**config.mk**
```make
export PLATFORM = sky130hd
export DESIGN_NAME = dpram
export DESIGN_NICKNAME = d
export VERILOG_FILES = /design/src/memory/dpram.sv
export SDC_FILE = /design/constraint.sdc
export NUM_CORES = 2
export LEC_CHECK = 0
export ABC_AREA = 0
export BUFFER_PORTS_ARGS = -buffer_cell sky130_fd_sc_hd__buf_2
export CORE_ASPECT_RATIO = 1.25
export CORE_MARGIN = 2
export CORE_UTILIZATION = 47
export DETAILED_ROUTE_END_ITERATION = 10
export PLACE_DENSITY_LB_ADDON = 0.15
export SYNTH_ARGS = -nofsm -noshare
export SYNTH_HDL_FRONTEND = slang
export SYNTH_SLANG_ARGS = --single-unit
```
**constraint.sdc**
```tcl
create_clock -name clk_24 -period 2.2 [get_ports clk_24]
set_input_delay 0.22 -clock clk_24 [delete_from_list [all_inputs] [get_ports clk_24]]
set_output_delay 0.22 -clock clk_24 [all_outputs]
set_load 0.005 [all_outputs]
```
**src/memory/dpram.sv**
```systemverilog
`timescale 1ns/1ps
`default_nettype none

module dpram #(
	parameter int AW = 8,
	parameter int DW = 8
) (
	input wire logic clk_24,
	input wire logic [AW-1:0] a_addr,
	input wire logic a_we,
	input wire logic [DW-1:0] a_din,
	output logic [DW-1:0] a_q,
	input wire logic [AW-1:0] b_addr,
	input wire logic b_we,
	input wire logic [DW-1:0] b_din,
	output logic [DW-1:0] b_q
);

	logic [DW-1:0] mem [0:(1 << AW)-1];

	// both ports read the old contents on a write to the same word
	// port b wins when both write one address
	always_ff @(posedge clk_24)
	begin
		if (a_we)
			mem[a_addr] <= a_din;
		if (b_we)
			mem[b_addr] <= b_din;
		a_q <= mem[a_addr];
		b_q <= mem[b_addr];
	end

endmodule

`default_nettype wire

```
==> run metrics <==
syn nets=7,620; I/O pin cnt=51; antenna violations before repair=37; clk buf depth=4; Synth Flop Type=edfxtp_1; Final Max Tran Viols=0; RSZ-0062 raised after global routing=yes; total placed instance area=0.1387 mm^2; slowest library cell on the worst path=o41ai_4; GRT overflow=0; H-tree Lvls=4; CP startpoint=mem[127][6]; Seq cells post-synth=2,064; Clk pwr share=0.415; Internal=71.73 mW; Hold Fails Final Rpt=0; final WL=474,700 um; Seq pwr share=0.456; fin crit share=1.178; reg2reg path depth=6; Die Y=572.3 um; site row count=208; fin nets=8,424; worst stage delay on the critical path=0.73 ns; hold endpoint=mem[12][0]; max frequency=0.3859 GHz; mapped cell area=0.1214 mm^2; status=finished with violations; clock insertion delay at the later pin of the skew report=0.96 ns; R2R setup slack=-0.39 ns; layout cells sized above 1=0.6392; Setup crit end kind=flop; first-pass GRT wire length=663,800 um; Post-synth ARST share=0; failing checks=setup timing; dpl cells=11,521; Setup WS post-layout=-0.3914 ns; reg-to-reg endpoint=a_q[6]; cells along the critical path=mux4_2 -> a22oi_1 -> buf_4 -> a21oi_1 -> o41ai_4 -> nand4_1; Post-synth EDFFs=2,048; crit-path max FO=2; clock root cell=clkbuf_16; clock skew=0.05473 ns; cells after synthesis=7,585; Avg Vias per Cell=7.008; kind of critical path=reg2reg; Layout area overhead=21.88%; max-cap violation count=0; TritonRoute pass-1 iters=6; Core Region=0.2569 mm^2; Starting Density=0.4727; clk sinks=2,064; reg2reg start=mem[127][6]; sw frac=0.2516; Startpoint Class=flop; Layout Cells excl Fill=11,945; Max VDD drop=0.6817 mV; CTS tree=done; post-DR wirelength/cell=39.74 um; post-route cell area=0.1480 mm^2; Final ANT Viol Nets=0; # DRC=0; Req. time, crit path=2.93 ns; Syn Area/Cell=16.01 um^2; Least-Margin Pin Slew=1.310 ns; Gate power share=0.129; most common cell after layout, fill and taps aside=edfxtp_1; total power=95.85 mW; Period minus WS final=2.591 ns; Post-DP HPWL=331,900 um; Iter 0 DRT Violations=10,365; DR vias=83,712; most frequent cells in the layout=2,048 x edfxtp_1, 2,027 x mux2_2, 1,076 x buf_4, 1,024 x mux4_2, 380 x buf_12; Worst-path clk slew=0.06 ns; die area=0.2624 mm^2; final core occ=0.5761; RD Place Congestion=1.029; Worst Path Arrival=3.32 ns; Port Buffers=50; largest net degree at the start of global routing=105; synth warn=0; Distinct cells, synth=35; setup TNS=-2.938 ns; P_sw=24.12 mW; hold path startpoint=b_din[0]; Worst Hold Class=in2reg; Die X=458.6 um; Slew headroom=0.1232; Hold Crit Depth=2; number of CTS-inserted buffers=228; # setup viols final=16; Cell Pwr Density=647.7 mW/mm^2; post-synthesis sequential area ratio=0.5092; vias in the first global route=85,113; static leakage=48.19 nW; GRT Total Usage=0.3583
## routing by layer
metal	up-vias	part of all wire	wire, um	global-route usage
met5	-	0.00034	163	0
met4	22	0.076	36090	0.2232
met3	1327	0.090	42500	0.06885
met2	4903	0.47	224700	0.5776
met1	44299	0.36	171300	0.4469
li1	33161	-	-	-
## sequential cells by signal (all words and copies together), names as in the netlist
signal	flops
a_q	8
b_q	8
mem	2048
## cells by family (layout without fill, tap and decap cells)
group,count (synthesis),count (layout),share of synthesized area
AO/OA/AOI/OAI,1088,1088,0.05934
buffers and inverters,948,1932,0.03302
flip-flops,2064,2064,0.5092
multiplexers,3072,3072,0.3799
other,0,16,0
AND/OR/NAND/NOR,413,413,0.01858
## cell type report
type / instances / area (um^2)
antenna: 16 / 40.04
clock buffer: 270 / 5884
clock inverter: 140 / 1594
fill: 19727 / 108900
multi-input combinational: 4573 / 58120
sequential: 2064 / 61820
tap: 3360 / 4204
timing repair buffer: 1522 / 16310
## worst max path at each step
stage                              to  cells after the start
after floorplan           mem[109][0]                      7
after global placement         a_q[2]                     10
after detailed placement       b_q[4]                      9
after CTS                      a_q[2]                      6
after global routing           a_q[2]                      7
final                          a_q[6]                      6
## power groups by stage
stage / clock, mW / sequential, mW / combinational (mW)
after floorplan: 0 / 44.3 / 6.45
after global placement: 0 / 44.5 / 11.6
after detailed placement: 0 / 44.5 / 11.7
after CTS: 40.0 / 43.7 / 12.0
after global routing: 41.3 / 43.6 / 12.7
final: 39.8 / 43.7 / 12.4
## metrics by stage
stage          hold WS, ns  setup slack [ns]
2_1_floorplan       0.5042          -0.08828
3_3_place_gp        0.5982            -2.535
3_5_place_dp        0.5981            -1.631
4_1_cts           0.003513           -0.3651
5_1_grt            0.01822           -0.3332
6_report          0.008699           -0.3914
## cell usage after synthesis (all sizes together) (64+ instances only)
master  instances  area share
edfxtp       2048        0.51
mux2         2048        0.19
mux4         1024        0.19
clkbuf        720       0.022
a22oi         512       0.032
a21oi         256       0.011
buf           228       0.011
nor2          182      0.0089
o22ai         160      0.0082
nand2         153      0.0056
o21ai          96      0.0040
o41ai          64      0.0049
## repair_timing
action / CTS / global route
cloned: 0 / 0
endpoints found under the hold margin: 87 / 0
setup buffers: 4 / 1
pin swaps: 100 / 49
endpoints found under the setup margin: 16 / 16
gates resized for setup: 251 / 82
hold buffers: 4 / 0
## worst max-delay path, delay by kind of cell, from the launching register on
kind | cells | cell delay (ns)
AOI/OAI and AO/OA | 3 | 1.07
and+or+nand+nor | 1 | 0.26
muxes | 1 | 0.49
buffers and inverters | 1 | 0.17
DFF | 1 | 0.44
Note: power is estimated with default switching activity, not from simulation.
