<file path="src/common/aznable_pkg.sv">
`default_nettype none

package aznable_pkg;

	// plain vector types
	typedef logic [7:0] byte_t;
	typedef logic [15:0] addr_t;
	typedef logic [16:0] dn_addr_t;
	typedef logic [8:0] pos_t;
	// packed as {blue, green, red}
	typedef logic [23:0] rgb_t;
	typedef logic [15:0] timer_t;

	// memory sizes
	localparam int PGROM_AW = 15;
	localparam int WKRAM_AW = 14;

	// CPU address map
	localparam addr_t ADDR_IN0 = 16'h8000;
	localparam addr_t ADDR_VIDEO_CTL = 16'h8001;
	localparam byte_t PAGE_JOYSTICK = 8'h81;
	localparam byte_t PAGE_PS2_KEY = 8'h86;
	localparam byte_t PAGE_TIMESTAMP = 8'h88;
	localparam byte_t PAGE_TIMER = 8'h89;
	localparam addr_t ADDR_PAUSE = 16'h8A30;
	localparam addr_t ADDR_MENU = 16'h8A40;
	// work RAM fills 0xC000 to 0xFFFF
	localparam logic [1:0] WKRAM_BASE_BITS = 2'b11;

	// download index of the program ROM
	localparam byte_t DN_INDEX_PGROM = 8'd0;

	// 320x240 raster in 6 MHz pixel clocks
	localparam pos_t H_VISIBLE = 9'd320;
	localparam pos_t H_TOTAL = 9'd384;
	localparam pos_t H_SYNC_START = 9'd336;
	localparam pos_t H_SYNC_LEN = 9'd32;
	localparam pos_t V_VISIBLE = 9'd240;
	localparam pos_t V_TOTAL = 9'd264;
	localparam pos_t V_SYNC_START = 9'd244;
	localparam pos_t V_SYNC_LEN = 9'd4;

	// millisecond tick from clk_24
	localparam int MS_DIVIDER = 24000;
	localparam int MS_PRESCALE_W = 15;

	// 6 devices, 32 buttons each
	localparam int JOY_BYTES = 24;

	typedef struct packed {
		logic cyc;
		logic stb;
		logic we;
		addr_t adr;
		byte_t dat;
	} wb_req_t;

	typedef struct packed {
		byte_t dat;
		logic ack;
	} wb_rsp_t;

	typedef struct packed {
		dn_addr_t addr;
		byte_t data;
		logic wr;
		byte_t index;
	} dn_req_t;

	typedef struct packed {
		rgb_t rgb;
		logic a;
	} layer_pix_t;

	typedef struct packed {
		logic hs;
		logic vs;
		logic hb;
		logic vb;
		rgb_t rgb;
	} video_out_t;

	typedef struct packed {
		pos_t hcnt;
		pos_t vcnt;
		logic hs;
		logic vs;
		logic hb;
		logic vb;
	} raster_t;

	// one-cycle write strobes towards the control registers
	typedef struct packed {
		logic video_ctl;
		logic pause;
		logic menu;
		logic timer_clear;
		byte_t data;
	} ctl_wr_t;

	typedef enum logic {
		BUS_IDLE,
		BUS_ACK
	} bus_state_t;

endpackage

`default_nettype wire

</file>
<file path="src/hdl/system_control.sv">
`timescale 1ns/1ps
`default_nettype none

module system_control (
	input wire logic clk_24,
	input wire logic rst,
	input wire logic pause,
	input wire logic menu,
	input wire aznable_pkg::ctl_wr_t ctl_wr,
	output logic sprite_high,
	output logic pause_system,
	output logic menu_flag
);
	import aznable_pkg::*;

	byte_t video_control;
	logic pause_trigger;

	always_ff @(posedge clk_24)
	begin
		if (rst)
			video_control <= '0;
		else if (ctl_wr.video_ctl)
			video_control <= ctl_wr.data;
	end

	// bit 0 puts sprites above the character map
	assign sprite_high = video_control[0];

	// software pause holds until the host pulses pause
	always_ff @(posedge clk_24)
	begin
		if (rst)
			pause_trigger <= 1'b0;
		else
		begin
			if (ctl_wr.pause)
				pause_trigger <= 1'b1;
			if (pause)
				pause_trigger <= 1'b0;
		end
	end

	assign pause_system = pause || pause_trigger;

	// the CPU acknowledges a menu request by writing ADDR_MENU
	always_ff @(posedge clk_24)
	begin
		if (rst)
			menu_flag <= 1'b0;
		else
		begin
			if (menu)
				menu_flag <= 1'b1;
			if (ctl_wr.menu)
				menu_flag <= 1'b0;
		end
	end

	pause_release: assert property (@(posedge clk_24) disable iff (rst)
		pause |-> pause_system ##1 !pause_trigger);

endmodule

`default_nettype wire

</file>
<file path="config.mk">
export PLATFORM = sky130hd
export DESIGN_NAME = system_control
export DESIGN_NICKNAME = d
export VERILOG_FILES = /design/src/common/aznable_pkg.sv /design/src/hdl/system_control.sv
export SDC_FILE = /design/constraint.sdc
export NUM_CORES = 1
export LEC_CHECK = 0
export BUFFER_PORTS_ARGS = -buffer_cell sky130_fd_sc_hd__clkbuf_2
export CAP_MARGIN = 25
export CORE_AREA = 2 2 39 41
export CTS_CLUSTER_SIZE = 8
export DETAILED_ROUTE_END_ITERATION = 7
export DIE_AREA = 0 0 41 43
export GPL_TIMING_DRIVEN = 0
export MAX_ROUTING_LAYER = met4
export PLACE_DENSITY = 0.3
export SYNTH_ARGS = -nofsm -noshare
export SYNTH_HDL_FRONTEND = slang
export SYNTH_SLANG_ARGS = --single-unit
</file>
<file path="constraint.sdc">
create_clock -name clk_24 -period 0.8 [get_ports clk_24]
set_input_delay 0.16 -clock clk_24 [delete_from_list [all_inputs] [get_ports clk_24]]
set_output_delay 0.16 -clock clk_24 [all_outputs]
set_load 0.005 [all_outputs]
</file>
==> results_dict.tcl <==
set metrics [dict create \
    critPathLaunchType "flip-flop" \
    drt_first_iter_violations 1 \
    ys_top_cells_by_area "dfxtp_1 (62%), nor2_1 (12%), mux2i_1 (10%), nor3_1 (10%), or2_1 (6.4%)" \
    clock_skew_ns 0 \
    critPathMaxFanout 2 \
    placementRows 14 \
    clk_latency_ns 0.23 \
    drv_slew 0 \
    postPlaceCellArea_sq_um 167.7 \
    avgSynthCellArea_sq_um 9.759 \
    cts-buffers-inserted 3 \
    die_h_um 43 \
    grt_max_degree 4 \
    cap_violations 0 \
    antenna_found_initial 0 \
    synth_cells 10 \
    post-route-util_pct 14.29 \
    cts_buffer_depth 2 \
    area_delta_synth_final_pct 102.6 \
    overflow 0 \
    fmax_mhz 996.7 \
    yosys.area.top_type "dfxtp_1" \
    rsz0062_at_grt "true" \
    ys_types 5 \
    hp-start "ctl_wr[9]" \
    power_leakage_nw 0.09975 \
    start_util_pct 7.052 \
    gp_congestion 0.5094 \
    critical_path_required_ns 0.64 \
    yosys_warnings 0 \
    num_vias 121 \
    first_global_vias 143 \
    grt_pass1_wl_um 503 \
    htreeDepth 1 \
    cts_tree "done" \
    path_clk_slew_ns 0.04 \
    ant_nets 0 \
    grtUsageTotal_pct 5.031 \
    worstSetupEndpointType "primary output" \
    synthesis.nets 26 \
    viasPerCell 3.025 \
    holdPathEnd "menu_flag" \
    hold_buffers 0 \
    status "finished with violations" \
    routed_wl_um 315 \
    finalWorstSetupSlack_ns -0.2034 \
    period_share_pct 125.4 \
    cp_data_arrival_time_ns 0.84 \
    reg2regPathDepth 2 \
    drive_gt1_share_pct 66.67 \
    final_hold_viol_count 0 \
    r2r_start "video_control[0]" \
    tightest_slew_ns 0.1298 \
    dieArea_sq_um 1763 \
    fp.dieW_um 41 \
    firstDrtPassIters 2 \
    synth_top_area_share_pct 61.54 \
    drc 0 \
    cts_setup_buffers 0 \
    period_minus_slack_ns 1.003 \
    crit_start "pause_trigger" \
    diodes 0 \
    final_area_sq_um 197.7 \
    wl_per_cell_um 7.875 \
    synth-seq-area-share_pct 61.54 \
    hold_path_class "input port to flip-flop" \
    hold_path_depth 2 \
    violations "negative setup slack" \
    r2r-end "video_control[0]" \
    slew_headroom_pct 91.10 \
    vdd_drop_max_mv 0.3050 \
    worstSetupPathType "flip-flop to primary output" \
    io_buffers 10 \
    p_per_area_nw_per_um2 2362 \
    setup_viol 3 \
    numClockSinks 3 \
    final_nets 41 \
    ios 19 \
    coreArea_sq_um 1384 \
    yosys_register_bits 3 \
    synth_area_sq_um 97.59 \
    cts_root_buf "clkbuf_4" \
    rrSetupSlack_ns 0.21 \
]
==> kinds of logic (layout without fill, tap and decap cells) <==
| kind of cell | Yosys count | after routing | synth area share, % |
|---|---|---|---|
| AND/OR/NAND/NOR | 6 | 6 | 28.21 |
| multiplexers | 1 | 1 | 10.26 |
| buffers and inverters | 0 | 14 | 0 |
| flip-flops | 3 | 3 | 61.54 |
==> sequential cells by signal, indices dropped and copies added, names as in the netlist <==
signal and count:
menu_flag 1, pause_trigger 1, video_control 1
==> cells in the mapped netlist <==
library cell  n
or2_1         1
nor2_1        3
dfxtp_1       3
mux2i_1       1
nor3_1        2
==> layer usage <==
metal	up-vias	global-route usage [%]	routed length, um
met5	-	-	0
met4	0	6.000	0
met3	0	4.712	55
met2	11	5.000	104
met1	49	4.792	155
li1	61	-	-
==> cell type report <==
| type | instances | area (sq um) |
|---|---|---|
| repair buffers | 10 | 50.05 |
| multi-input cells | 7 | 37.54 |
| clock buffers | 4 | 26.28 |
| fillers | 157 | 1186 |
| flip-flops and latches | 3 | 63.81 |
| well taps | 16 | 20.02 |
==> per-stage QoR <==
stage          TNS, ns  hold slack, ns  total power [mW]  instances  setup WS, ns
2_1_floorplan        0          0.2324            0.1765         10        0.1317
3_3_place_gp         0          0.3305            0.2051         36       0.01917
3_5_place_dp         0          0.3355            0.2067         36       0.01704
4_1_cts        -0.2563         0.08040            0.4853         40       -0.2219
5_1_grt        -0.3278         0.08084            0.5113         40       -0.2554
6_report       -0.2120         0.08717            0.4670         40       -0.2034
==> critical path: stages, from the launching register on <==
cell      delay (ns)
dfxtp_2         0.31
or2_1           0.19
clkbuf_2        0.11
==> repair_timing <==
item | 4_1_cts | 5_1_grt
hold endpoints to repair | 0 | 0
pin swaps | 1 | 0
resized for setup | 3 | 0
setup endpoints to repair | 3 | 3
==> how the worst max path moves through the flow <==
| stage | end | slack (ns) |
|---|---|---|
| 2_1_floorplan | pause_system | 0.13 |
| 3_3_place_gp | pause_system | 0.02 |
| 3_5_place_dp | pause_system | 0.02 |
| 4_1_cts | pause_system | -0.22 |
| 5_1_grt | pause_system | -0.26 |
| 6_report | pause_system | -0.20 |
==> cell usage in the layout (no fill, tap or decap), drive strengths merged <==
master / instances
clkbuf: 14
nor2: 3
dfxtp: 3
nor3: 2
or2: 1
mux2i: 1
==> report_power, final <==
group / switching [mW] / internal, mW
combinational: 0.0164 / 0.0250
clock: 0.0756 / 0.187
sequential: 0.00345 / 0.160
total: 0.0955 / 0.372
No activity file was read; power rests on OpenSTA's default activity.
