$ cat src/common/aznable_pkg.sv
`default_nettype none

package aznable_pkg;

	// plain vector types
	typedef logic [7:0] byte_t;
	typedef logic [15:0] addr_t;
	typedef logic [16:0] dn_addr_t;
	typedef logic [8:0] pos_t;
	// packed as {blue, green, red}
	typedef logic [23:0] rgb_t;
	typedef logic [15:0] timer_t;

	// memory sizes
	localparam int PGROM_AW = 15;
	localparam int WKRAM_AW = 14;

	// CPU address map
	localparam addr_t ADDR_IN0 = 16'h8000;
	localparam addr_t ADDR_VIDEO_CTL = 16'h8001;
	localparam byte_t PAGE_JOYSTICK = 8'h81;
	localparam byte_t PAGE_PS2_KEY = 8'h86;
	localparam byte_t PAGE_TIMESTAMP = 8'h88;
	localparam byte_t PAGE_TIMER = 8'h89;
	localparam addr_t ADDR_PAUSE = 16'h8A30;
	localparam addr_t ADDR_MENU = 16'h8A40;
	// work RAM fills 0xC000 to 0xFFFF
	localparam logic [1:0] WKRAM_BASE_BITS = 2'b11;

	// download index of the program ROM
	localparam byte_t DN_INDEX_PGROM = 8'd0;

	// 320x240 raster in 6 MHz pixel clocks
	localparam pos_t H_VISIBLE = 9'd320;
	localparam pos_t H_TOTAL = 9'd384;
	localparam pos_t H_SYNC_START = 9'd336;
	localparam pos_t H_SYNC_LEN = 9'd32;
	localparam pos_t V_VISIBLE = 9'd240;
	localparam pos_t V_TOTAL = 9'd264;
	localparam pos_t V_SYNC_START = 9'd244;
	localparam pos_t V_SYNC_LEN = 9'd4;

	// millisecond tick from clk_24
	localparam int MS_DIVIDER = 24000;
	localparam int MS_PRESCALE_W = 15;

	// 6 devices, 32 buttons each
	localparam int JOY_BYTES = 24;

	typedef struct packed {
		logic cyc;
		logic stb;
		logic we;
		addr_t adr;
		byte_t dat;
	} wb_req_t;

	typedef struct packed {
		byte_t dat;
		logic ack;
	} wb_rsp_t;

	typedef struct packed {
		dn_addr_t addr;
		byte_t data;
		logic wr;
		byte_t index;
	} dn_req_t;

	typedef struct packed {
		rgb_t rgb;
		logic a;
	} layer_pix_t;

	typedef struct packed {
		logic hs;
		logic vs;
		logic hb;
		logic vb;
		rgb_t rgb;
	} video_out_t;

	typedef struct packed {
		pos_t hcnt;
		pos_t vcnt;
		logic hs;
		logic vs;
		logic hb;
		logic vb;
	} raster_t;

	// one-cycle write strobes towards the control registers
	typedef struct packed {
		logic video_ctl;
		logic pause;
		logic menu;
		logic timer_clear;
		byte_t data;
	} ctl_wr_t;

	typedef enum logic {
		BUS_IDLE,
		BUS_ACK
	} bus_state_t;

endpackage

`default_nettype wire

$ cat src/video/layer_mixer.sv
`timescale 1ns/1ps
`default_nettype none

module layer_mixer (
	input wire logic clk_24,
	input wire logic rst,
	input wire aznable_pkg::raster_t raster,
	input wire aznable_pkg::layer_pix_t char_pix,
	input wire aznable_pkg::layer_pix_t sprite_pix,
	input wire aznable_pkg::layer_pix_t tile_pix,
	input wire aznable_pkg::rgb_t star_rgb,
	input wire logic sprite_high,
	output aznable_pkg::video_out_t video
);
	import aznable_pkg::*;

	rgb_t pix;

	// first opaque layer wins, starfield shows through everything else
	always_comb
	begin
		if (sprite_high && sprite_pix.a)
			pix = sprite_pix.rgb;
		else if (char_pix.a)
			pix = char_pix.rgb;
		else if (sprite_pix.a)
			pix = sprite_pix.rgb;
		else if (tile_pix.a)
			pix = tile_pix.rgb;
		else
			pix = star_rgb;
	end

	// syncs and blanks share the pixel register to stay aligned
	always_ff @(posedge clk_24)
	begin
		if (rst)
			video <= '0;
		else
			video <= '{hs: raster.hs, vs: raster.vs, hb: raster.hb, vb: raster.vb, rgb: pix};
	end

endmodule

`default_nettype wire

$ cat config.mk
export PLATFORM = sky130hd
export DESIGN_NAME = layer_mixer
export DESIGN_NICKNAME = d
export VERILOG_FILES = /design/src/common/aznable_pkg.sv /design/src/video/layer_mixer.sv
export SDC_FILE = /design/constraint.sdc
export NUM_CORES = 1
export LEC_CHECK = 0
export ABC_AREA = 0
export BUFFER_PORTS_ARGS = -buffer_cell sky130_fd_sc_hd__buf_2
export CORE_UTILIZATION = 35
export DETAILED_ROUTE_END_ITERATION = 8
export PLACE_DENSITY = 0.77
export SYNTH_ARGS = -nofsm -noshare
export SYNTH_HDL_FRONTEND = slang
export SYNTH_SLANG_ARGS = --single-unit
$ cat constraint.sdc
create_clock -name clk_24 -period 0.98 [get_ports clk_24]
set_input_delay 0.049 -clock clk_24 [delete_from_list [all_inputs] [get_ports clk_24]]
set_output_delay 0.049 -clock clk_24 [all_outputs]
set_load 0.1 [all_outputs]
==> results.py <==
metrics = {
    "detailed_routing": {
        "first_iter_violations": 55,
        "route.vias.total": 1925,
        "routedWlPerCell_um": 14.4,
        "wl_mm": 5.46,
        "first_pass_iters": 4,
        "drt_drc_violations_left": 0,
        "postRouteAntennaNets": 0,
        "viasPerCell": 5.08,
    },
    "floorplan": {
        "num_io_pins": 152,
        "die_w_um": 73.9,
        "placementRows": 25,
        "die_height_um": 73.9,
        "initial_core_util_pct": 37.3,
        "design.core.area_um2": 4850,
        "die-area_um2": 5460,
    },
    "timing": {
        "timing.final.setup_violations": 0,
        "totalNegativeSetupSlack_ns": 0,
        "timing_hold_violations_final": 0,
        "min_period_over_period_pct": 93.3,
        "worstMarginPinSlew_ns": 0.323,
        "slew-limit-headroom_pct": 78.5,
        "rsz0062_at_grt": "no",
        "timing.fmax_mhz": 1090,
        "maxSlewViolCount": 0,
        "post-route-min-period_ns": 0.914,
        "whs_ns": 0.0103,
    },
    "clock_network": {
        "clock-root-buffer": "sky130_fd_sc_hd__clkbuf_8",
        "h-tree-depth": 1,
        "cts_tree": "yes",
        "post_cts.repair.setup_buffers": 0,
        "cts-buffers-inserted": 3,
        "max-clock-path-buffers": 2,
        "cts.sink_count": 28,
        "clkSlewWorstSetupHoldPaths_ns": 0.10,
        "post_cts_resize_count": 0,
    },
    "worst_setup_path": {
        "crit_path_max_cell_delay_ns": 0.39,
        "path_delay_family": "flip-flops",
        "worst-path-stages": 1,
        "timing.critical_path.cells": "buf_12",
        "worstPathArrival_ns": 0.87,
        "worst_setup_path_end_kind": "primary output",
        "critical_path_start_end_classification": "flop to primary output",
        "critical-path-slowest-cell": "sky130_fd_sc_hd__dfxtp_1",
        "cp_num_buf_inv": 1,
        "critPathMaxFanout": 1,
        "critical_path.startpoint_type": "flop",
        "data_required_time_at_the_worst_endpoint_ns": 0.93,
    },
    "global_route": {
        "grt_antenna_before_repair": 0,
        "globalRouteTotalUtil_pct": 21.6,
        "grt_first_pass_wirelength_mm": 8.92,
        "first_global_vias": 1936,
        "grt_max_degree": 16,
        "globalRouteOverflowTotal": 0,
    },
    "placed_design": {
        "port_buffers": 133,
        "dp_hpwl_mm": 4.34,
        "place_inst": 371,
        "finalWeightedCongestion": 0.726,
    },
    "synthesis": {
        "mux_cell_area_share_after_synthesis_pct": 14.9,
        "syn_inst": 175,
        "synth.yosys.warnings": 0,
        "netlist-cell-type-count": 21,
        "synth_enable_flop_cells": 0,
        "synth.cell_area_um2": 1810,
        "synth-async-reset-ratio_pct": 0,
        "synth.avg_cell_area_um2": 10.3,
        "post_synth_and_or_nand_nor_area_fraction_pct": 13.3,
        "yosys.area_share.xor_xnor_pct": 0,
        "synth_seq_cells": 28,
        "largest_family_of_logic_cells_by_synthesized_area": "compound AO/OA/AOI/OAI gates",
        "synth-seq-area-share_pct": 31.0,
        "dominantRegCellSynth": "sky130_fd_sc_hd__dfxtp_1",
        "synth_fa_ha_area_share_pct": 0,
        "synth_fp_nets": 299,
        "share_of_the_synthesized_area_in_compound_gates_ao_oa_aoi_oai_pct": 34.3,
    },
    "worst_hold_path": {
        "worstHoldPathCells": 3,
        "worstHoldPathType": "input pin to flop",
    },
    "finish": {
        "fin_cells": 379,
        "layout_top_registers": "video: 28 flops",
        "num-fill-cells": 384,
        "largest_register_ffs": 28,
        "diodes_inserted": 0,
        "num-nets-final": 437,
        "final_layout_size_suffix_gt1_share_pct": 69.6,
        "layout.cells.most_common_list": "sky130_fd_sc_hd__buf_2 (105), sky130_fd_sc_hd__buf_12 (33), sky130_fd_sc_hd__dfxtp_1 (28)",
        "regMostFlops": "video",
        "syn2layout_area_growth_pct": 72.8,
        "final_common_cell": "sky130_fd_sc_hd__buf_2",
    },
    "job": {
        "max_cap_viol_count": 0,
    },
    "power": {
        "vdd_drop_max_mv": 0.781,
        "p_leak_nw": 1.36,
        "power_density_nw_per_um2": 1240,
    },
    "status": {
        "outcome": "finished, final reports clean",
    },
}
final timing paths:
path               endpoint          from  slack, ns
setup / recovery  video[19]     video[19]       0.07
hold / removal    video[17]  char_pix[18]       0.01
layer usage:
layer | global-route usage, % | routed length, µm | vias to the layer above | part of all wire [%]
li1 | - | - | 929 | -
met1 | 25.4 | 2070 | 898 | 38
met2 | 38.8 | 2970 | 90 | 54
met3 | 3.57 | 313 | 8 | 5.7
met4 | 8.33 | 105 | 0 | 1.9
met5 | 0 | 0 | - | 0
stage by stage:
step           setup slack (ns)  area [µm²]  total power, W  util [%]
3_5_place_dp            -0.0709        3030         0.00318      62.5
3_3_place_gp            -0.0388        3030         0.00315      62.5
2_1_floorplan            0.0166        1810         0.00240         -
5_1_grt                  0.0275        3130         0.00408      64.5
4_1_cts                  0.0641        3130         0.00393      64.5
6_report                 0.0660        3130         0.00389      64.5
where the power goes:
group / switching [W] / total, W / internal (W)
Combinational: 0.00107 / 0.00186 / 0.000788
Clock: 0.000366 / 0.000726 / 0.000360
Sequential: 0.0000741 / 0.00130 / 0.00123
Yosys cell counts, types with 2 or more instances:
| cell type | count | area, µm² |
|---|---|---|
| sky130_fd_sc_hd__clkbuf_1 | 4 | 15.0 |
| sky130_fd_sc_hd__mux2_2 | 23 | 259 |
| sky130_fd_sc_hd__a211oi_2 | 21 | 263 |
| sky130_fd_sc_hd__nor2_1 | 23 | 86.3 |
| sky130_fd_sc_hd__nand2_1 | 24 | 90.1 |
| sky130_fd_sc_hd__buf_4 | 2 | 15.0 |
| sky130_fd_sc_hd__buf_6 | 4 | 45.0 |
| sky130_fd_sc_hd__a211oi_1 | 2 | 15.0 |
| sky130_fd_sc_hd__a221oi_2 | 20 | 300 |
| sky130_fd_sc_hd__dfxtp_1 | 28 | 561 |
| sky130_fd_sc_hd__buf_2 | 8 | 40.0 |
| sky130_fd_sc_hd__nor2b_1 | 5 | 31.3 |
| sky130_fd_sc_hd__a221oi_1 | 3 | 26.3 |
logic make-up (layout without fill, tap and decap cells):
family          count (synthesis)  in the layout
compound gates                 48             48
buf+inv                        19            156
flops                          28             28
mux                            24             24
simple gates                   56             56
timing repair:
action / 4_1_cts / 5_1_grt
hold buffers: 4 / 0
endpoints found under the hold margin: 4 / 0
endpoints found under the setup margin: 0 / 0
layout make-up:
cell class	instances	area [µm²]	area share, %
flip-flops and latches	28	561	17.9
repair buffers	151	1290	41.4
clock buffers	4	55.1	1.76
inverters	1	3.75	0.120
well taps	67	83.8	2.68
multi-input cells	128	1130	36.1
Note: power is estimated with default switching activity, not from simulation.
