===== src/common/aznable_pkg.sv =====
`default_nettype none

package aznable_pkg;

	// plain vector types
	typedef logic [7:0] byte_t;
	typedef logic [15:0] addr_t;
	typedef logic [16:0] dn_addr_t;
	typedef logic [8:0] pos_t;
	// packed as {blue, green, red}
	typedef logic [23:0] rgb_t;
	typedef logic [15:0] timer_t;

	// memory sizes
	localparam int PGROM_AW = 15;
	localparam int WKRAM_AW = 14;

	// CPU address map
	localparam addr_t ADDR_IN0 = 16'h8000;
	localparam addr_t ADDR_VIDEO_CTL = 16'h8001;
	localparam byte_t PAGE_JOYSTICK = 8'h81;
	localparam byte_t PAGE_PS2_KEY = 8'h86;
	localparam byte_t PAGE_TIMESTAMP = 8'h88;
	localparam byte_t PAGE_TIMER = 8'h89;
	localparam addr_t ADDR_PAUSE = 16'h8A30;
	localparam addr_t ADDR_MENU = 16'h8A40;
	// work RAM fills 0xC000 to 0xFFFF
	localparam logic [1:0] WKRAM_BASE_BITS = 2'b11;

	// download index of the program ROM
	localparam byte_t DN_INDEX_PGROM = 8'd0;

	// 320x240 raster in 6 MHz pixel clocks
	localparam pos_t H_VISIBLE = 9'd320;
	localparam pos_t H_TOTAL = 9'd384;
	localparam pos_t H_SYNC_START = 9'd336;
	localparam pos_t H_SYNC_LEN = 9'd32;
	localparam pos_t V_VISIBLE = 9'd240;
	localparam pos_t V_TOTAL = 9'd264;
	localparam pos_t V_SYNC_START = 9'd244;
	localparam pos_t V_SYNC_LEN = 9'd4;

	// millisecond tick from clk_24
	localparam int MS_DIVIDER = 24000;
	localparam int MS_PRESCALE_W = 15;

	// 6 devices, 32 buttons each
	localparam int JOY_BYTES = 24;

	typedef struct packed {
		logic cyc;
		logic stb;
		logic we;
		addr_t adr;
		byte_t dat;
	} wb_req_t;

	typedef struct packed {
		byte_t dat;
		logic ack;
	} wb_rsp_t;

	typedef struct packed {
		dn_addr_t addr;
		byte_t data;
		logic wr;
		byte_t index;
	} dn_req_t;

	typedef struct packed {
		rgb_t rgb;
		logic a;
	} layer_pix_t;

	typedef struct packed {
		logic hs;
		logic vs;
		logic hb;
		logic vb;
		rgb_t rgb;
	} video_out_t;

	typedef struct packed {
		pos_t hcnt;
		pos_t vcnt;
		logic hs;
		logic vs;
		logic hb;
		logic vb;
	} raster_t;

	// one-cycle write strobes towards the control registers
	typedef struct packed {
		logic video_ctl;
		logic pause;
		logic menu;
		logic timer_clear;
		byte_t data;
	} ctl_wr_t;

	typedef enum logic {
		BUS_IDLE,
		BUS_ACK
	} bus_state_t;

endpackage

`default_nettype wire


===== src/hdl/bus_fabric.sv =====
`timescale 1ns/1ps
`default_nettype none

module bus_fabric (
	input wire logic clk_24,
	input wire logic rst,
	input wire aznable_pkg::wb_req_t wb_in,
	input wire aznable_pkg::byte_t pgrom_q,
	input wire aznable_pkg::byte_t wkram_q,
	input wire aznable_pkg::byte_t io_q,
	input wire logic menu_flag,
	output aznable_pkg::wb_rsp_t wb_out,
	output aznable_pkg::addr_t ram_addr,
	output logic wkram_we,
	output aznable_pkg::ctl_wr_t ctl_wr
);
	import aznable_pkg::*;

	bus_state_t state;
	logic ack_q;
	byte_t dat_q;
	byte_t rd_byte;
	logic req;
	logic wr;
	logic pgrom_sel;
	logic wkram_sel;
	logic menu_sel;

	// the ack guard keeps a held stb from starting a second access
	assign req = (state == BUS_IDLE) && wb_in.cyc && wb_in.stb && !ack_q;
	assign wr = req && wb_in.we;

	// region decode
	assign pgrom_sel = !wb_in.adr[15];
	assign wkram_sel = wb_in.adr[15:14] == WKRAM_BASE_BITS;
	assign menu_sel = wb_in.adr == ADDR_MENU;

	// RAMs see the address straight away, so read data is ready one edge later
	assign ram_addr = wb_in.adr;
	assign wkram_we = wr && wkram_sel;

	assign ctl_wr.video_ctl = wr && (wb_in.adr == ADDR_VIDEO_CTL);
	assign ctl_wr.pause = wr && (wb_in.adr == ADDR_PAUSE);
	assign ctl_wr.menu = wr && menu_sel;
	assign ctl_wr.timer_clear = wr && (wb_in.adr[15:8] == PAGE_TIMER);
	assign ctl_wr.data = wb_in.dat;

	// input_ports returns 0 for anything it does not map
	always_comb
	begin
		if (pgrom_sel)
			rd_byte = pgrom_q;
		else if (wkram_sel)
			rd_byte = wkram_q;
		else if (menu_sel)
			rd_byte = {8{menu_flag}};
		else
			rd_byte = io_q;
	end

	always_ff @(posedge clk_24)
	begin
		if (rst)
		begin
			state <= BUS_IDLE;
			ack_q <= 1'b0;
		end
		else
		begin
			case (state)
				BUS_IDLE:
				begin
					ack_q <= 1'b0;
					if (req)
						state <= BUS_ACK;
				end
				BUS_ACK:
				begin
					ack_q <= 1'b1;
					state <= BUS_IDLE;
				end
				default:
					state <= BUS_IDLE;
			endcase
		end
	end

	// read byte travels with ack
	always_ff @(posedge clk_24)
	begin
		if (state == BUS_ACK)
			dat_q <= rd_byte;
	end

	assign wb_out = '{dat: dat_q, ack: ack_q};

	ack_single: assert property (@(posedge clk_24) disable iff (rst) ack_q |=> !ack_q);
	ack_in_cycle: assert property (@(posedge clk_24) disable iff (rst) ack_q |-> $past(wb_in.cyc));

endmodule

`default_nettype wire


===== config.mk =====
export PLATFORM = sky130hd
export DESIGN_NAME = bus_fabric
export DESIGN_NICKNAME = d
export VERILOG_FILES = /design/src/common/aznable_pkg.sv /design/src/hdl/bus_fabric.sv
export SDC_FILE = /design/constraint.sdc
export NUM_CORES = 1
export LEC_CHECK = 0
export BUFFER_PORTS_ARGS = -buffer_cell sky130_fd_sc_hd__buf_2
export CAP_MARGIN = 40
export CORE_MARGIN = 3
export CORE_UTILIZATION = 39
export CTS_CLUSTER_DIAMETER = 60
export DETAILED_ROUTE_END_ITERATION = 10
export PLACE_DENSITY = 0.87
export SKIP_CTS_REPAIR_TIMING = 1
export SLEW_MARGIN = 10
export SYNTH_ARGS = -nofsm -noshare
export SYNTH_HDL_FRONTEND = slang
export SYNTH_SLANG_ARGS = --single-unit

===== constraint.sdc =====
create_clock -name clk_24 -period 4.9 [get_ports clk_24]
set_clock_uncertainty 0.15 [all_clocks]
set_input_delay 0.98 -clock clk_24 [delete_from_list [all_inputs] [get_ports clk_24]]
set_output_delay 0.98 -clock clk_24 [all_outputs]
set_load 0.05 [all_outputs]

==> flow_metrics.env, run 1 <==
export IMPL_outcome="finished clean"
export IMPL_cp_required_ns=3.77
export IMPL_max_freq_mhz=278.3
export IMPL_path_cells="buf_2, and2b_1, nand3_1, nor3_1, and4_1, buf_2"
export IMPL_post_route_min_period_ns=3.594
export IMPL_synth_top_family_by_area="simple AND/OR/NAND/NOR gates"
export IMPL_drive_gt1_share_pct=59.48
export IMPL_synth_area_top_cells="edfxtp_1 25%, buf_4 20%, o221ai_2 11%, o2111ai_1 6.4%, nand2b_1 4.6%"
export IMPL_final_common_cell="buf_2"
export IMPL_synth_compound_area_share_pct=21.33
export IMPL_die_area_sq_mm=0.003099
export IMPL_cts_root_buf="clkbuf_4"
export IMPL_insertion_delay_ns=0.26
export IMPL_dpl_cell_area_sq_mm=0.001177
export IMPL_die_y_microns=55.67
export IMPL_timing_final_ws_setup_ns=1.306
export IMPL_hpwl_microns=2088
export IMPL_drt_iter0_drc=20
export IMPL_final_cell_mix="75 x buf_2, 11 x nand2_1, 8 x edfxtp_1"
export IMPL_start_util_pct=42.28
export IMPL_leakage_uw=0.0005804
export IMPL_antenna_left=0
export IMPL_synth_cell_types=28
export IMPL_p_per_area_mw_per_mm2=218.1
export IMPL_diodes=0
export IMPL_fillers=217
export IMPL_reg2reg_depth=2
export IMPL_rsz0062_at_grt="false"
export IMPL_combPwrFrac_pct=36.0
export IMPL_worst_setup_path_type="input pin to output pin"
export IMPL_endpoint_kind="output pin"
export IMPL_synth_area_sq_um=962.2
export IMPL_nNetsFinal=208
export IMPL_hold_ws_ns=0.4114
export IMPL_p_sw_share_pct=34.73
export IMPL_clkTransAtPathRegs_ns=0.06
export IMPL_htreeDepth=1
export IMPL_viasPerCell=5.088
export IMPL_setup_viol=0
export IMPL_syn_inst=101
export IMPL_synthMuxAreaShare_pct=0
export IMPL_path_common_cell="buf_2"
export IMPL_numCtsBuffers=3
export IMPL_dominantRegCellSynth="edfxtp_1"
export IMPL_dieWidth_microns=55.67
export IMPL_clockBufferDepth=2
export IMPL_synthAdderAreaFrac_pct=0
export IMPL_peakVddDrop_uv=108.4
export IMPL_syn_avg_cell_area_sq_um=9.526
export IMPL_grt_ovfl_total=0
export IMPL_ys_seq_area_share_pct=29.13
export IMPL_synth_xor_area_share_pct=0
export IMPL_wl_per_cell_microns=13.54
export IMPL_slowest_delay_ns=0.38
export IMPL_cts_tree="yes"
export IMPL_dr_pass1_iters=4
export IMPL_wl_microns=2451
export IMPL_stdcell_area_sq_mm=0.001214
export IMPL_min_path_type="flop to flop"
export IMPL_ios=92
export IMPL_critPathLaunchType="input pin"
export IMPL_grt_pass1_wl_microns=4002
export IMPL_cts_sinks=10
export IMPL_grt_max_degree=26
export IMPL_yosys_area_share_simple_pct=26.53
export IMPL_final_util_pct=53.33
export IMPL_p_sw_uw=91.92
export IMPL_syn_nets=155
export IMPL_cp_arrival_ns=2.46
export IMPL_grt_usage_pct=15.89
export IMPL_hold_depth=2
export IMPL_final_hold_viol_count=0
export IMPL_slew_violations=0
export IMPL_yosys_area_top_type_share_pct=24.97
export IMPL_tightestPinTransition_ns=0.4666
export IMPL_async_flop_share_pct=0
export IMPL_yosysTopAreaCell="edfxtp_1"
export IMPL_ys_seq_elements=10
export IMPL_fp_coreArea_sq_mm=0.002276
export IMPL_timing_slew_headroom_pct=68.90
export IMPL_port_buffers=75
export IMPL_synth_edf_count=8
export IMPL_grt_pass1_vias=950
export IMPL_pwr_share_clk_pct=27.3
export IMPL_post_route_period_util_pct=73.34
export IMPL_areaGrowthSynthToFinish_pct=26.14
export IMPL_finalSetupTns_ns=0
export IMPL_rows=17
export IMPL_place_congestion=0.8093
export IMPL_antenna_found_initial=0
export IMPL_critPathSlowestCell="buf_2"
export IMPL_drc=0
export IMPL_intPower_uw=172.7
export IMPL_critical_path_peak_fanout=25
export IMPL_maxCapViolations=0
export IMPL_vias=921
export IMPL_seqPwrFrac_pct=36.7
export IMPL_ys_warnings_count=0
export IMPL_post_place_ws_ns=1.318
critical path: cells and delay by family:
kind | cells | cell delay, ns
simple gates | 4 | 0.83
buf+inv | 2 | 0.63
power by group through the flow:
stage                     Sequential (uW)  Clock, uW  Combinational (uW)
after global routing                 97.4       77.5                 102
after detailed placement             99.1          0                94.9
after floorplan                       106          0                80.4
after global placement               98.9          0                92.8
final                                97.2       72.3                95.2
after CTS                            97.2       73.3                95.4
per-stage QoR:
step | power, uW | instances
after detailed placement | 194.0 | 177
final | 264.7 | 181
after CTS | 265.9 | 181
after floorplan | 186.8 | 101
after global routing | 276.5 | 181
after global placement | 191.7 | 177
worst paths after layout:
check                                   to  slack, ns      start
worst max-delay path            ctl_wr[10]       1.31  wb_in[23]
worst min register to register       state       0.41      ack_q
worst max register to register       state       3.70      state
worst min-delay path                 state       0.41      ack_q
cell type report:
cell class	instances	area (sq um)	area share, %
Multi-Input combinational cell	57	460.4	37.94
Clock buffer	4	36.28	2.990
Sequential cell	10	280.3	23.09
Timing Repair Buffer	75	375.4	30.93
Tap cell	28	35.03	2.887
Inverter	7	26.28	2.165
kinds of logic (layout without fill, tap and decap cells):
logic type             after synthesis  count (layout)
DFF                                 10              10
and+or+nand+nor                     38              38
buffers and inverters               34              86
AOI/OAI and AO/OA                   19              19
per-layer routing:
layer  track usage, %  routed length (microns)  vias up
met4            10.42                       83        0
met5                0                        0        -
met1            15.36                      881      408
li1                 -                        -      453
met3            3.944                      220       13
met2            29.39                     1266       47
flip-flops by register name, indices dropped and copies added (netlist names):
name   count
dat_q      8
ack_q      1
state      1
synth_stat cells, types with 3 or more instances:
| library cell | n |
|---|---|
| nor3_1 | 3 |
| nand3_1 | 3 |
| inv_1 | 7 |
| nand2b_1 | 7 |
| o2111ai_1 | 7 |
| edfxtp_1 | 8 |
| o221ai_2 | 7 |
| nand2_1 | 11 |
| buf_4 | 25 |
Note: power is estimated with default switching activity, not from simulation.
==> inputs of run 2 (changes only) <==
- CORE_UTILIZATION: 39 -> 36
- PLACE_DENSITY: 0.87 -> 0.81
- clock period: 4.9 -> 3.5 ns (I/O delays scaled with it)
==> flow_metrics.env, run 2 (same netlist as run 1, synthesis figures left out) <==
export IMPL_cts_root_buf="clkbuf_4"
export IMPL_grt_max_degree=25
export IMPL_wl_per_cell_microns=12.95
export IMPL_hold_ws_ns=0.3908
export IMPL_regMostFlops="dat_q"
export IMPL_areaGrowthSynthToFinish_pct=27.18
export IMPL_setup_viol=0
export IMPL_fillers=247
export IMPL_p_per_area_mw_per_mm2=303.5
export IMPL_slew_violations=0
export IMPL_final_hold_viol_count=0
export IMPL_hpwl_microns=2119
export IMPL_cts_sinks=10
export IMPL_start_util_pct=38.49
export IMPL_drc=0
export IMPL_fp_coreArea_sq_mm=0.002500
export IMPL_min_path_type="flop to flop"
export IMPL_outcome="finished clean"
export IMPL_ios=92
export IMPL_port_buffers=75
export IMPL_final_common_cell="buf_2"
export IMPL_worst_setup_path_type="input pin to output pin"
export IMPL_die_area_sq_mm=0.003329
export IMPL_critPathSlowestCell="nor4_4"
export IMPL_numCtsBuffers=3
export IMPL_grt_ovfl_total=0
export IMPL_grt_pass1_vias=929
export IMPL_finalSetupTns_ns=0
export IMPL_die_y_microns=57.70
export IMPL_cp_startpoint="wb_in[11]"
export IMPL_wl_microns=2383
export IMPL_final_cell_mix="75 x buf_2, 11 x nand2_1, 8 x edfxtp_1"
export IMPL_cp_required_ns=2.65
export IMPL_r2r_slack_ns=2.33
export IMPL_slowest_delay_ns=0.33
export IMPL_worst_path_stages=6
export IMPL_fin_cells=184
export IMPL_max_freq_mhz=353.5
export IMPL_drive_gt1_share_pct=59.74
export IMPL_rows=18
export IMPL_post_route_min_period_ns=2.829
export IMPL_rsz0062_at_grt="false"
export IMPL_clkTransAtPathRegs_ns=0.06
export IMPL_antenna_found_initial=0
export IMPL_htreeDepth=1
export IMPL_critical_path_peak_fanout=2
export IMPL_rr_endpoint="state"
export IMPL_path_delay_family="simple AND/OR/NAND/NOR gates"
export IMPL_antenna_left=0
export IMPL_viasPerCell=5.109
export IMPL_grt_usage_pct=14.64
export IMPL_dr_pass1_iters=4
export IMPL_leakage_uw=0.0005852
export IMPL_r2r_start="state"
export IMPL_place_congestion=0.7473
export IMPL_dieWidth_microns=57.70
export IMPL_area_sequential_sq_um=280.3
export IMPL_largestRegisters="dat_q: 8 flops, ack_q: 1 flops, state: 1 flops"
export IMPL_path_cells="buf_2, nor4_4, nand3_1, nor3_1, and4_1, buf_2"
export IMPL_cts_tree="yes"
export IMPL_setup_worst_path_end="ctl_wr[10]"
export IMPL_critPathLaunchType="input pin"
export IMPL_timing_slew_headroom_pct=74.60
export IMPL_largest_reg_flops=8
export IMPL_cp_arrival_ns=1.98
export IMPL_maxCapViolations=0
export IMPL_insertion_delay_ns=0.27
export IMPL_timing_final_ws_setup_ns=0.6714
export IMPL_endpoint_kind="output pin"
export IMPL_drt_iter0_drc=35
export IMPL_dp_cells=180
export IMPL_reg2reg_depth=2
export IMPL_vias=940
export IMPL_critPathBufInv=2
export IMPL_multi_input_area_sq_um=460.4
export IMPL_post_place_ws_ns=0.6615
export IMPL_grt_pass1_wl_microns=3774
export IMPL_path_common_cell="buf_2"
export IMPL_diodes=0
export IMPL_nNetsFinal=209
export IMPL_post_route_period_util_pct=80.82
export IMPL_clockBufferDepth=2
export IMPL_peakVddDrop_uv=156.7
export IMPL_tightestPinTransition_ns=0.3805
## run 2: cell type report
cell class / instances / area share (%)
Timing Repair Buffer: 76 / 31.29
Tap cell: 30 / 3.067
Inverter: 7 / 2.147
Multi-Input combinational cell: 57 / 37.63
Clock buffer: 4 / 2.965
Sequential cell: 10 / 22.90
## run 2: worst register-to-register path: stages (launching register included)
cell,delay (ns)
dfxtp_1,0.42
nor4bb_1,0.37
nor2b_1,0.16
## run 2: routing by layer
layer	vias up	track usage, %	part of all wire, %	routed length (microns)
li1	455	-	-	-
met1	422	14.21	34	813
met2	53	25.97	52	1232
met3	10	4.009	11	267
met4	0	11.26	2.9	68
met5	-	0	0	0
## run 2: worst min-delay path by stage
stage                     startpoint     to  slack (ns)  cells after the start
after floorplan                ack_q  state        0.37                      2
after global placement         ack_q  state        0.39                      2
after detailed placement       ack_q  state        0.39                      2
after CTS                      ack_q  state        0.40                      2
after global routing             rst  state        0.44                      2
final                          ack_q  state        0.39                      2
## run 2: where the power goes
part           internal, uW  total (uW)  leakage, uW  switching [uW]
sequential              134         136    0.0000898            2.09
combinational          45.5         133     0.000474            87.6
clock                  63.2         102    0.0000210            39.0
total                   243         371     0.000585             129
## run 2: per-stage QoR
step / total power, uW / utilization, % / cell area [sq um]
final: 371.4 / 48.95 / 1224
after detailed placement: 272.5 / 47.50 / 1187
after CTS: 376.1 / 48.95 / 1224
after global routing: 391.5 / 48.95 / 1224
after floorplan: 261.5 / - / 962.2
after global placement: 269.4 / 47.50 / 1187
