==> src/common/aznable_pkg.sv <==
`default_nettype none

package aznable_pkg;

	// plain vector types
	typedef logic [7:0] byte_t;
	typedef logic [15:0] addr_t;
	typedef logic [16:0] dn_addr_t;
	typedef logic [8:0] pos_t;
	// packed as {blue, green, red}
	typedef logic [23:0] rgb_t;
	typedef logic [15:0] timer_t;

	// memory sizes
	localparam int PGROM_AW = 15;
	localparam int WKRAM_AW = 14;

	// CPU address map
	localparam addr_t ADDR_IN0 = 16'h8000;
	localparam addr_t ADDR_VIDEO_CTL = 16'h8001;
	localparam byte_t PAGE_JOYSTICK = 8'h81;
	localparam byte_t PAGE_PS2_KEY = 8'h86;
	localparam byte_t PAGE_TIMESTAMP = 8'h88;
	localparam byte_t PAGE_TIMER = 8'h89;
	localparam addr_t ADDR_PAUSE = 16'h8A30;
	localparam addr_t ADDR_MENU = 16'h8A40;
	// work RAM fills 0xC000 to 0xFFFF
	localparam logic [1:0] WKRAM_BASE_BITS = 2'b11;

	// download index of the program ROM
	localparam byte_t DN_INDEX_PGROM = 8'd0;

	// 320x240 raster in 6 MHz pixel clocks
	localparam pos_t H_VISIBLE = 9'd320;
	localparam pos_t H_TOTAL = 9'd384;
	localparam pos_t H_SYNC_START = 9'd336;
	localparam pos_t H_SYNC_LEN = 9'd32;
	localparam pos_t V_VISIBLE = 9'd240;
	localparam pos_t V_TOTAL = 9'd264;
	localparam pos_t V_SYNC_START = 9'd244;
	localparam pos_t V_SYNC_LEN = 9'd4;

	// millisecond tick from clk_24
	localparam int MS_DIVIDER = 24000;
	localparam int MS_PRESCALE_W = 15;

	// 6 devices, 32 buttons each
	localparam int JOY_BYTES = 24;

	typedef struct packed {
		logic cyc;
		logic stb;
		logic we;
		addr_t adr;
		byte_t dat;
	} wb_req_t;

	typedef struct packed {
		byte_t dat;
		logic ack;
	} wb_rsp_t;

	typedef struct packed {
		dn_addr_t addr;
		byte_t data;
		logic wr;
		byte_t index;
	} dn_req_t;

	typedef struct packed {
		rgb_t rgb;
		logic a;
	} layer_pix_t;

	typedef struct packed {
		logic hs;
		logic vs;
		logic hb;
		logic vb;
		rgb_t rgb;
	} video_out_t;

	typedef struct packed {
		pos_t hcnt;
		pos_t vcnt;
		logic hs;
		logic vs;
		logic hb;
		logic vb;
	} raster_t;

	// one-cycle write strobes towards the control registers
	typedef struct packed {
		logic video_ctl;
		logic pause;
		logic menu;
		logic timer_clear;
		byte_t data;
	} ctl_wr_t;

	typedef enum logic {
		BUS_IDLE,
		BUS_ACK
	} bus_state_t;

endpackage

`default_nettype wire

==> src/video/video_timer.sv <==
`timescale 1ns/1ps
`default_nettype none

module video_timer (
	input wire logic clk_24,
	input wire logic rst,
	input wire logic ce_6,
	output aznable_pkg::raster_t raster
);
	import aznable_pkg::*;

	pos_t hcnt;
	pos_t vcnt;
	logic hs;
	logic vs;
	logic hb;
	logic vb;

	always_ff @(posedge clk_24)
	begin
		if (rst)
		begin
			hcnt <= '0;
			vcnt <= '0;
		end
		else if (ce_6)
		begin
			if (hcnt == H_TOTAL - 9'd1)
			begin
				hcnt <= '0;
				// next line, wrapping at the end of the frame
				if (vcnt == V_TOTAL - 9'd1)
					vcnt <= '0;
				else
					vcnt <= vcnt + 9'd1;
			end
			else
				hcnt <= hcnt + 9'd1;
		end
	end

	assign hb = hcnt >= H_VISIBLE;
	assign vb = vcnt >= V_VISIBLE;
	assign hs = (hcnt >= H_SYNC_START) && (hcnt < H_SYNC_START + H_SYNC_LEN);
	assign vs = (vcnt >= V_SYNC_START) && (vcnt < V_SYNC_START + V_SYNC_LEN);

	assign raster = '{hcnt: hcnt, vcnt: vcnt, hs: hs, vs: vs, hb: hb, vb: vb};

	hcnt_range: assert property (@(posedge clk_24) disable iff (rst) hcnt < H_TOTAL);

endmodule

`default_nettype wire
==> config.mk <==
export PLATFORM = sky130hd
export DESIGN_NAME = video_timer
export DESIGN_NICKNAME = d
export VERILOG_FILES = /design/src/common/aznable_pkg.sv /design/src/video/video_timer.sv
export SDC_FILE = /design/constraint.sdc
export NUM_CORES = 1
export LEC_CHECK = 0
export BUFFER_PORTS_ARGS = -buffer_cell sky130_fd_sc_hd__buf_2
export CAP_MARGIN = 40
export CORE_AREA = 5 5 52 54
export DETAILED_ROUTE_END_ITERATION = 10
export DIE_AREA = 0 0 57 59
export PLACE_DENSITY = 0.74
export SETUP_SLACK_MARGIN = 0.15
export SYNTH_ARGS = -nofsm -noshare
export SYNTH_HDL_FRONTEND = slang
export SYNTH_SLANG_ARGS = --single-unit
==> constraint.sdc <==
create_clock -name clk_24 -period 1.8 [get_ports clk_24]
set_input_delay 0.09 -clock clk_24 [delete_from_list [all_inputs] [get_ports clk_24]]
set_output_delay 0.09 -clock clk_24 [all_outputs]
set_load 0.01 [all_outputs]
==> impl_results.md, run 1 <==
- Status: finished, final reports clean
- Root Driver: clkbuf_4
- Int Pwr: 493.4 uW
- Total global routing overflow: 0
- Area Growth Syn to Fin: 18.92%
- Via count: 921
- Initial drt markers: 10
- Skew-Pair Late Insertion Delay: 0.28 ns
- Place WS: 0.1088 ns
- Comb power frac: 0.053
- Share of cells above drive strength 1: 0.3014
- Pwr per Cell Area: 522.5 nW/um^2
- Final Cell Area: 1211 um^2
- Hold Slack: 0.1354 ns
- TritonCTS clock tree: done
- Worst path slowest cell: or4b_1
- Normalized max-slew margin: 0.6996
- CP arrival: 1.88 ns
- Crit start category: register
- Die ar.: 3363 um^2
- Total GRT Usage: 0.1335
- Post-synth EDFFs: 0
- Total negative slack: 0 ns
- Post-synth ARST share: 0
- CP bufs+invs: 0
- Sw frac: 0.2204
- Synth top area share: 0.3538
- Worst Clk Skew: 0.004263 ns
- Fmax: 603.7 MHz
- Pin count of the biggest net entering global routing: 21
- Peak supply drop: 0.3499 mV
- Commonest non-fill, non-tap cells in the layout: buf_2 (24), dfxtp_1 (16), nand2_1 (12)
- First-pass GRT wire length: 3553 um
- Switch Pwr: 139.5 uW
- Remaining antenna violation count after routing: 0
- Die X: 57 um
- Fin nets: 155
- CP endpoint kind: register
- Mapped Cells: 119
- CP max stage delay: 0.47 ns
- Hold/Removal Path Class: input pin to register
- Maxcap violations: 0
- Hold Vio Cnt, Final: 0
- Leakage power total: 0.0005277 uW
- CTS H-Tree Depth: 1
- Setup WS post-layout: 0.1435 ns
- Yosys Warn Count: 0
- Final GP Congestion: 0.7682
- Min Tclk post-route: 1.656 ns
- Max Buffers Root-to-Sink: 2
- Yosys reg bits: 18
- Final Max Tran Viols: 0
- Mapped Nets: 126
- Post-synth top flop: dfxtp_1
- Core area: 2170 um^2
- CP top delay family: simple AND/OR/NAND/NOR gates
- Critical path cell sequence: ha_1, nor4bb_2, nand2_1, or4b_1, a21oi_1
- TritonCTS buffer count: 3
- RSZ-0062 raised after global routing: yes
- Io pins: 25
- FF-to-FF path depth: 5
- CP max FO: 6
- Crit path depth: 5
- Seq/Total Area, Yosys: 0.3538
- Routed wire length: 2301 um
- DRC: 0
- DP Cell Count: 169
- Final period utilization: 0.9203
- Wirelength per Cell: 13.22 um
- Post-synthesis cell area: 1018 um^2
- DRT Pass-1 Iters: 4
- Top cells by area, synth: dfxtp_1 (35%), xor2_1 (6.0%), ha_1 (4.9%), buf_4 (4.4%), nand2_1 (4.4%)
- DP Area: 1157 um^2
- Number of standard cells in the final layout excluding fillers: 174
- CTS Sinks: 18
- Sequential share of power: 0.643
- Chip height: 59 um
- Initial antenna violation count: 0
- Vias in the first global route: 826
- Measured slew at the worst slew-check pin: 0.4444 ns
- WHS Path Cells: 3
- Worst Path Class, Setup: register to register
- Initial Util: 0.4694
- Synth cell types: 36
- Vias per cell: 5.293
- Commonest non-fill, non-tap cell in the layout: buf_2
- Avg Cell Area, Syn: 8.559 um^2
- Antenna fix cells: 0
- Clock slew seen by the registers of the worst setup and hold paths: 0.10 ns
- Largest area contributor in the netlist: dfxtp_1
- # setup viols final: 0
- Num rows: 17
- Dpl hpwl: 1691 um
- Required time of the critical path: 2.02 ns
- Port bufs: 24
- Clock power share: 0.304
==> worst min-delay path, stage by stage <==
cell and delay, ns:
buf_2 0.14, mux2i_1 0.09, nor2_1 0.07
==> logic make-up (layout without fill, tap and decap cells) <==
| group | count (synthesis) | count (layout) | share of synthesized area |
|---|---|---|---|
| buf+inv | 16 | 43 | 0.09950 |
| compound gates | 15 | 15 | 0.09214 |
| flops | 18 | 18 | 0.3538 |
| fa+ha+maj | 4 | 4 | 0.04914 |
| xor+xnor | 9 | 9 | 0.07740 |
| simple gates | 54 | 54 | 0.2986 |
| mux | 3 | 3 | 0.02949 |
==> flip-flops by register name, summed over array words and instances, names as in the netlist <==
name / cells
vcnt: 9
hcnt: 9
==> routing by layer <==
| layer | up-vias | routed length [um] | GRT usage | part of all wire |
|---|---|---|---|---|
| li1 | 467 | - | - | - |
| met1 | 425 | 1000 | 0.1506 | 0.43 |
| met2 | 27 | 1111 | 0.2382 | 0.48 |
| met3 | 2 | 175 | 0.03268 | 0.076 |
| met4 | 0 | 13 | 0.05960 | 0.0056 |
| met5 | - | 0 | 0 | 0 |
==> synthesized netlist by cell type, types with 2 or more instances <==
cell,instances
xnor2_1,2
ha_1,4
nor2_1,10
a21oi_1,7
nand3_1,4
and3_1,3
inv_1,6
buf_6,2
dfxtp_1,18
mux2i_1,3
or4_1,2
xor2_1,7
nand4_1,6
o21ai_0,2
nand2_1,12
o31ai_1,2
or3_1,2
buf_4,6
nor3_1,4
==> power by group through the flow <==
| stage | Sequential (uW) | Combinational (uW) | Clock [uW] |
|---|---|---|---|
| global placement | 417 | 27.5 | 0 |
| floorplan | 419 | 18.8 | 0 |
| global route | 408 | 37.7 | 219 |
| finish | 407 | 33.6 | 193 |
| CTS | 407 | 33.7 | 201 |
| detailed placement | 417 | 29.1 | 0 |
==> worst paths after layout <==
check,slack [ns],to,start
hold / removal,0.14,hcnt[1]$_SDFFE_PP0P_,ce_6
hold reg to reg,0.52,vcnt[7]$_SDFFE_PP0P_,vcnt[7]$_SDFFE_PP0P_
setup reg to reg,0.14,vcnt[3]$_SDFFE_PP0P_,vcnt[0]$_SDFFE_PP0P_
setup / recovery,0.14,vcnt[3]$_SDFFE_PP0P_,vcnt[0]$_SDFFE_PP0P_
==> stage by stage <==
step / total power (uW) / util
floorplan: 437.7 / -
global placement: 444.2 / 0.5334
detailed placement: 446.6 / 0.5334
CTS: 641.3 / 0.5496
global route: 664.2 / 0.5582
finish: 632.8 / 0.5582
==> final cells by class <==
| type | instances | area, um^2 |
|---|---|---|
| Clock buffer | 3 | 22.52 |
| Fill cell | 212 | 958.4 |
| Inverter | 6 | 22.52 |
| Multi-Input combinational cell | 85 | 570.5 |
| Sequential cell | 18 | 365.4 |
| Tap cell | 28 | 35.03 |
| Timing Repair Buffer | 34 | 195.2 |
==> timing repair <==
| action | 4_1_cts | 5_1_grt |
|---|---|---|
| endpoints found under the setup margin | 2 | 4 |
| buffers inserted | 1 | 1 |
| hold buffers | 0 | 0 |
| gates resized for setup | 2 | 3 |
Power figures use the tool's default switching activity.
==> run 2, diff against run 1 <==
Settings changed: GPL_ROUTABILITY_DRIVEN from default to 1, PLACE_DENSITY 0.74 to 0.83.
==> run 2 against run 1 <==
Non-clock buffer count grew 2. Largest power group unchanged. Clock power increased by 27%. Worst setup slack better by 0.058 ns. Via count rose by 4.3%. Die area is the same. Core utilization is 2.4 points higher. Cell count up 1.7%. Critical path depth down 1. Register-to-register slack gained 0.06 ns. Fmax is 3.6% higher.
==> impl_results.md, run 2 (synthesis results as in run 1) <==
- TritonCTS buffer count: 3 (unchanged)
- RSZ-0062 raised after global routing: yes (unchanged)
- Required time of the critical path: 2.02 ns (about the same)
- Total GRT Usage: 0.1505 (was 0.1335)
- Clock power share: 0.354 (was 0.304)
- CP endpoint: vcnt[3]$_SDFFE_PP0P_ (unchanged)
- Antenna fix cells: 0 (unchanged)
- First-pass GRT wire length: 4133 um (was 3553 um)
- Int Pwr: 541.5 uW (was 493.4 uW)
- Hold/Removal Path Class: input pin to register (unchanged)
- Sequential share of power: 0.591 (was 0.643)
- Share of cells above drive strength 1: 0.3423 (was 0.3014)
- Skew-Pair Late Insertion Delay: 0.29 ns (was 0.28 ns)
- CP endpoint kind: register (unchanged)
- Fmax: 625.6 MHz (was 603.7 MHz)
- Fin nets: 157 (was 155)
- Io pins: 25 (unchanged)
- Root Driver: clkbuf_4 (unchanged)
- Biggest registers after layout: hcnt x9, vcnt x9 (unchanged)
- R2r setup slk: 0.20 ns (was 0.14 ns)
- Total negative slack: 0 ns (unchanged)
- Min Tclk post-route: 1.599 ns (was 1.656 ns)
- TritonCTS clock tree: done (unchanged)
- Hold_buf cts: 0 (unchanged)
- Commonest non-fill, non-tap cells in the layout: buf_2 (24), dfxtp_1 (16), buf_4 (12) (was buf_2 (24), dfxtp_1 (16), nand2_1 (12))
- Leakage power total: 0.0005462 uW (was 0.0005277 uW)
- Worst Path Class, Setup: register to register (unchanged)
- Worst Setup SP: hcnt[5]$_SDFFE_PP0P_ (was vcnt[0]$_SDFFE_PP0P_)
- Port bufs: 24 (unchanged)
- CTS H-Tree Depth: 1 (unchanged)
- Hold Slack: 0.1415 ns (was 0.1354 ns)
- CP arrival: 1.82 ns (was 1.88 ns)
- Wirelength per Cell: 13.42 um (was 13.22 um)
- Status: finished, final reports clean (unchanged)
- CP max FO: 8 (was 6)
- Comb power frac: 0.055 (was 0.053)
- Num rows: 17 (unchanged)
- Via count: 961 (was 921)
- Area Growth Syn to Fin: 24.08% (was 18.92%)
- Final Max Tran Viols: 0 (unchanged)
- Final period utilization: 0.8881 (was 0.9203)
- Remaining antenna violation count after routing: 0 (unchanged)
- Crit start category: register (unchanged)
- Number of standard cells in the final layout excluding fillers: 177 (was 174)
- Clock slew seen by the registers of the worst setup and hold paths: 0.10 ns (about the same)
- Worst Clk Skew: 0.004571 ns (was 0.004263 ns)
- Routed wire length: 2376 um (was 2301 um)
- DP Area: 1150 um^2 (was 1157 um^2)
- Peak supply drop: 0.3576 mV (was 0.3499 mV)
- Dpl hpwl: 1711 um (was 1691 um)
- Pwr per Cell Area: 547.3 nW/um^2 (was 522.5 nW/um^2)
- Pin count of the biggest net entering global routing: 21 (unchanged)
- Reg2Reg Launch Point: hcnt[5]$_SDFFE_PP0P_ (was vcnt[0]$_SDFFE_PP0P_)
- Normalized max-slew margin: 0.6869 (was 0.6996)
- Core area: 2170 um^2 (unchanged)
- Chip height: 59 um (unchanged)
- Die X: 57 um (unchanged)
- Total global routing overflow: 0 (unchanged)
- Initial antenna violation count: 0 (unchanged)
- Hold Vio Cnt, Final: 0 (unchanged)
- Final Cell Area: 1264 um^2 (was 1211 um^2)
- Initial Util: 0.4694 (unchanged)
- Max Buffers Root-to-Sink: 2 (unchanged)
- Switch Pwr: 150.1 uW (was 139.5 uW)
- Vias in the first global route: 960 (was 826)
- Final GP Congestion: 0.7383 (was 0.7682)
- Core Util, Final: 0.5825 (was 0.5582)
- Maxcap violations: 0 (unchanged)
- Vias per cell: 5.429 (was 5.293)
- Capturing point of the worst reg2reg path: vcnt[3]$_SDFFE_PP0P_ (unchanged)
- Commonest non-fill, non-tap cell in the layout: buf_2 (unchanged)
- Initial drt markers: 17 (was 10)
- Die ar.: 3363 um^2 (unchanged)
- DRC: 0 (unchanged)
- DRT Pass-1 Iters: 4 (unchanged)
- Sw frac: 0.2170 (was 0.2204)
- DP Cell Count: 168 (was 169)
- CTS Sinks: 18 (unchanged)
- Measured slew at the worst slew-check pin: 0.4631 ns (was 0.4444 ns)
- # setup viols final: 0 (unchanged)
- FF-to-FF path depth: 4 (was 5)
==> run 2: changes by cell type in the layout (fill, tap and decap cells not counted), sizes merged <==
cell	previous run	this run
buf	34	36
clkbuf	3	4
==> run 2: stage by stage <==
step | total power (uW) | worst slack (ns)
2_1_floorplan | 437.7 | 0.1660
3_3_place_gp | 444.2 | 0.1874
3_5_place_dp | 446.1 | 0.1060
4_1_cts | 693.0 | 0.1503
5_1_grt | 722.8 | 0.1482
6_report | 691.6 | 0.2014
==> run 2: cell type report <==
class	instances	area [um^2]
repair buffers	36	210.2
multi-input cells	85	591.8
well taps	28	35.03
fillers	204	905.9
clock buffers	4	36.28
flip-flops and latches	18	367.9
inverters	6	22.52
==> run 2: power by group through the flow <==
| stage | Clock [uW] | Sequential, uW | Combinational (uW) |
|---|---|---|---|
| final | 245 | 409 | 38.2 |
| after global routing | 271 | 410 | 42.4 |
| after CTS | 256 | 408 | 29.1 |
| after detailed placement | 0 | 418 | 28.2 |
| after global placement | 0 | 417 | 27.5 |
| after floorplan | 0 | 419 | 18.8 |
==> run 2: per-layer routing <==
| metal | GRT usage | part of all wire | vias up | routed length [um] |
|---|---|---|---|---|
| met5 | 0 | 0 | - | 0 |
| met4 | 0.07285 | 0.024 | 0 | 58 |
| met3 | 0.02832 | 0.067 | 8 | 159 |
| met2 | 0.2561 | 0.47 | 35 | 1120 |
| met1 | 0.1824 | 0.44 | 444 | 1037 |
| li1 | - | - | 474 | - |
==> run 2: repair_timing <==
| action | 4_1_cts | 5_1_grt |
|---|---|---|
| gates resized for setup | 4 | 7 |
| buffers inserted | 0 | 5 |
| endpoints found under the setup margin | 2 | 7 |
==> run 2: worst min-delay path by stage <==
| stage | startpoint | end | slack [ns] | cells after the start |
|---|---|---|---|---|
| final | ce_6 | hcnt[0]$_SDFFE_PP0P_ | 0.14 | 3 |
| after global routing | ce_6 | hcnt[0]$_SDFFE_PP0P_ | 0.16 | 3 |
| after CTS | ce_6 | hcnt[0]$_SDFFE_PP0P_ | 0.12 | 3 |
| after detailed placement | ce_6 | hcnt[0]$_SDFFE_PP0P_ | 0.42 | 3 |
| after global placement | ce_6 | hcnt[1]$_SDFFE_PP0P_ | 0.41 | 3 |
| after floorplan | ce_6 | hcnt[0]$_SDFFE_PP0P_ | 0.24 | 2 |
==> run 2: critical path, cell delays in order, from the launching register on <==
cell	delay, ns
dfxtp_1	0.45
and3_1	0.28
nand3_4	0.14
or4b_1	0.52
a21oi_1	0.15
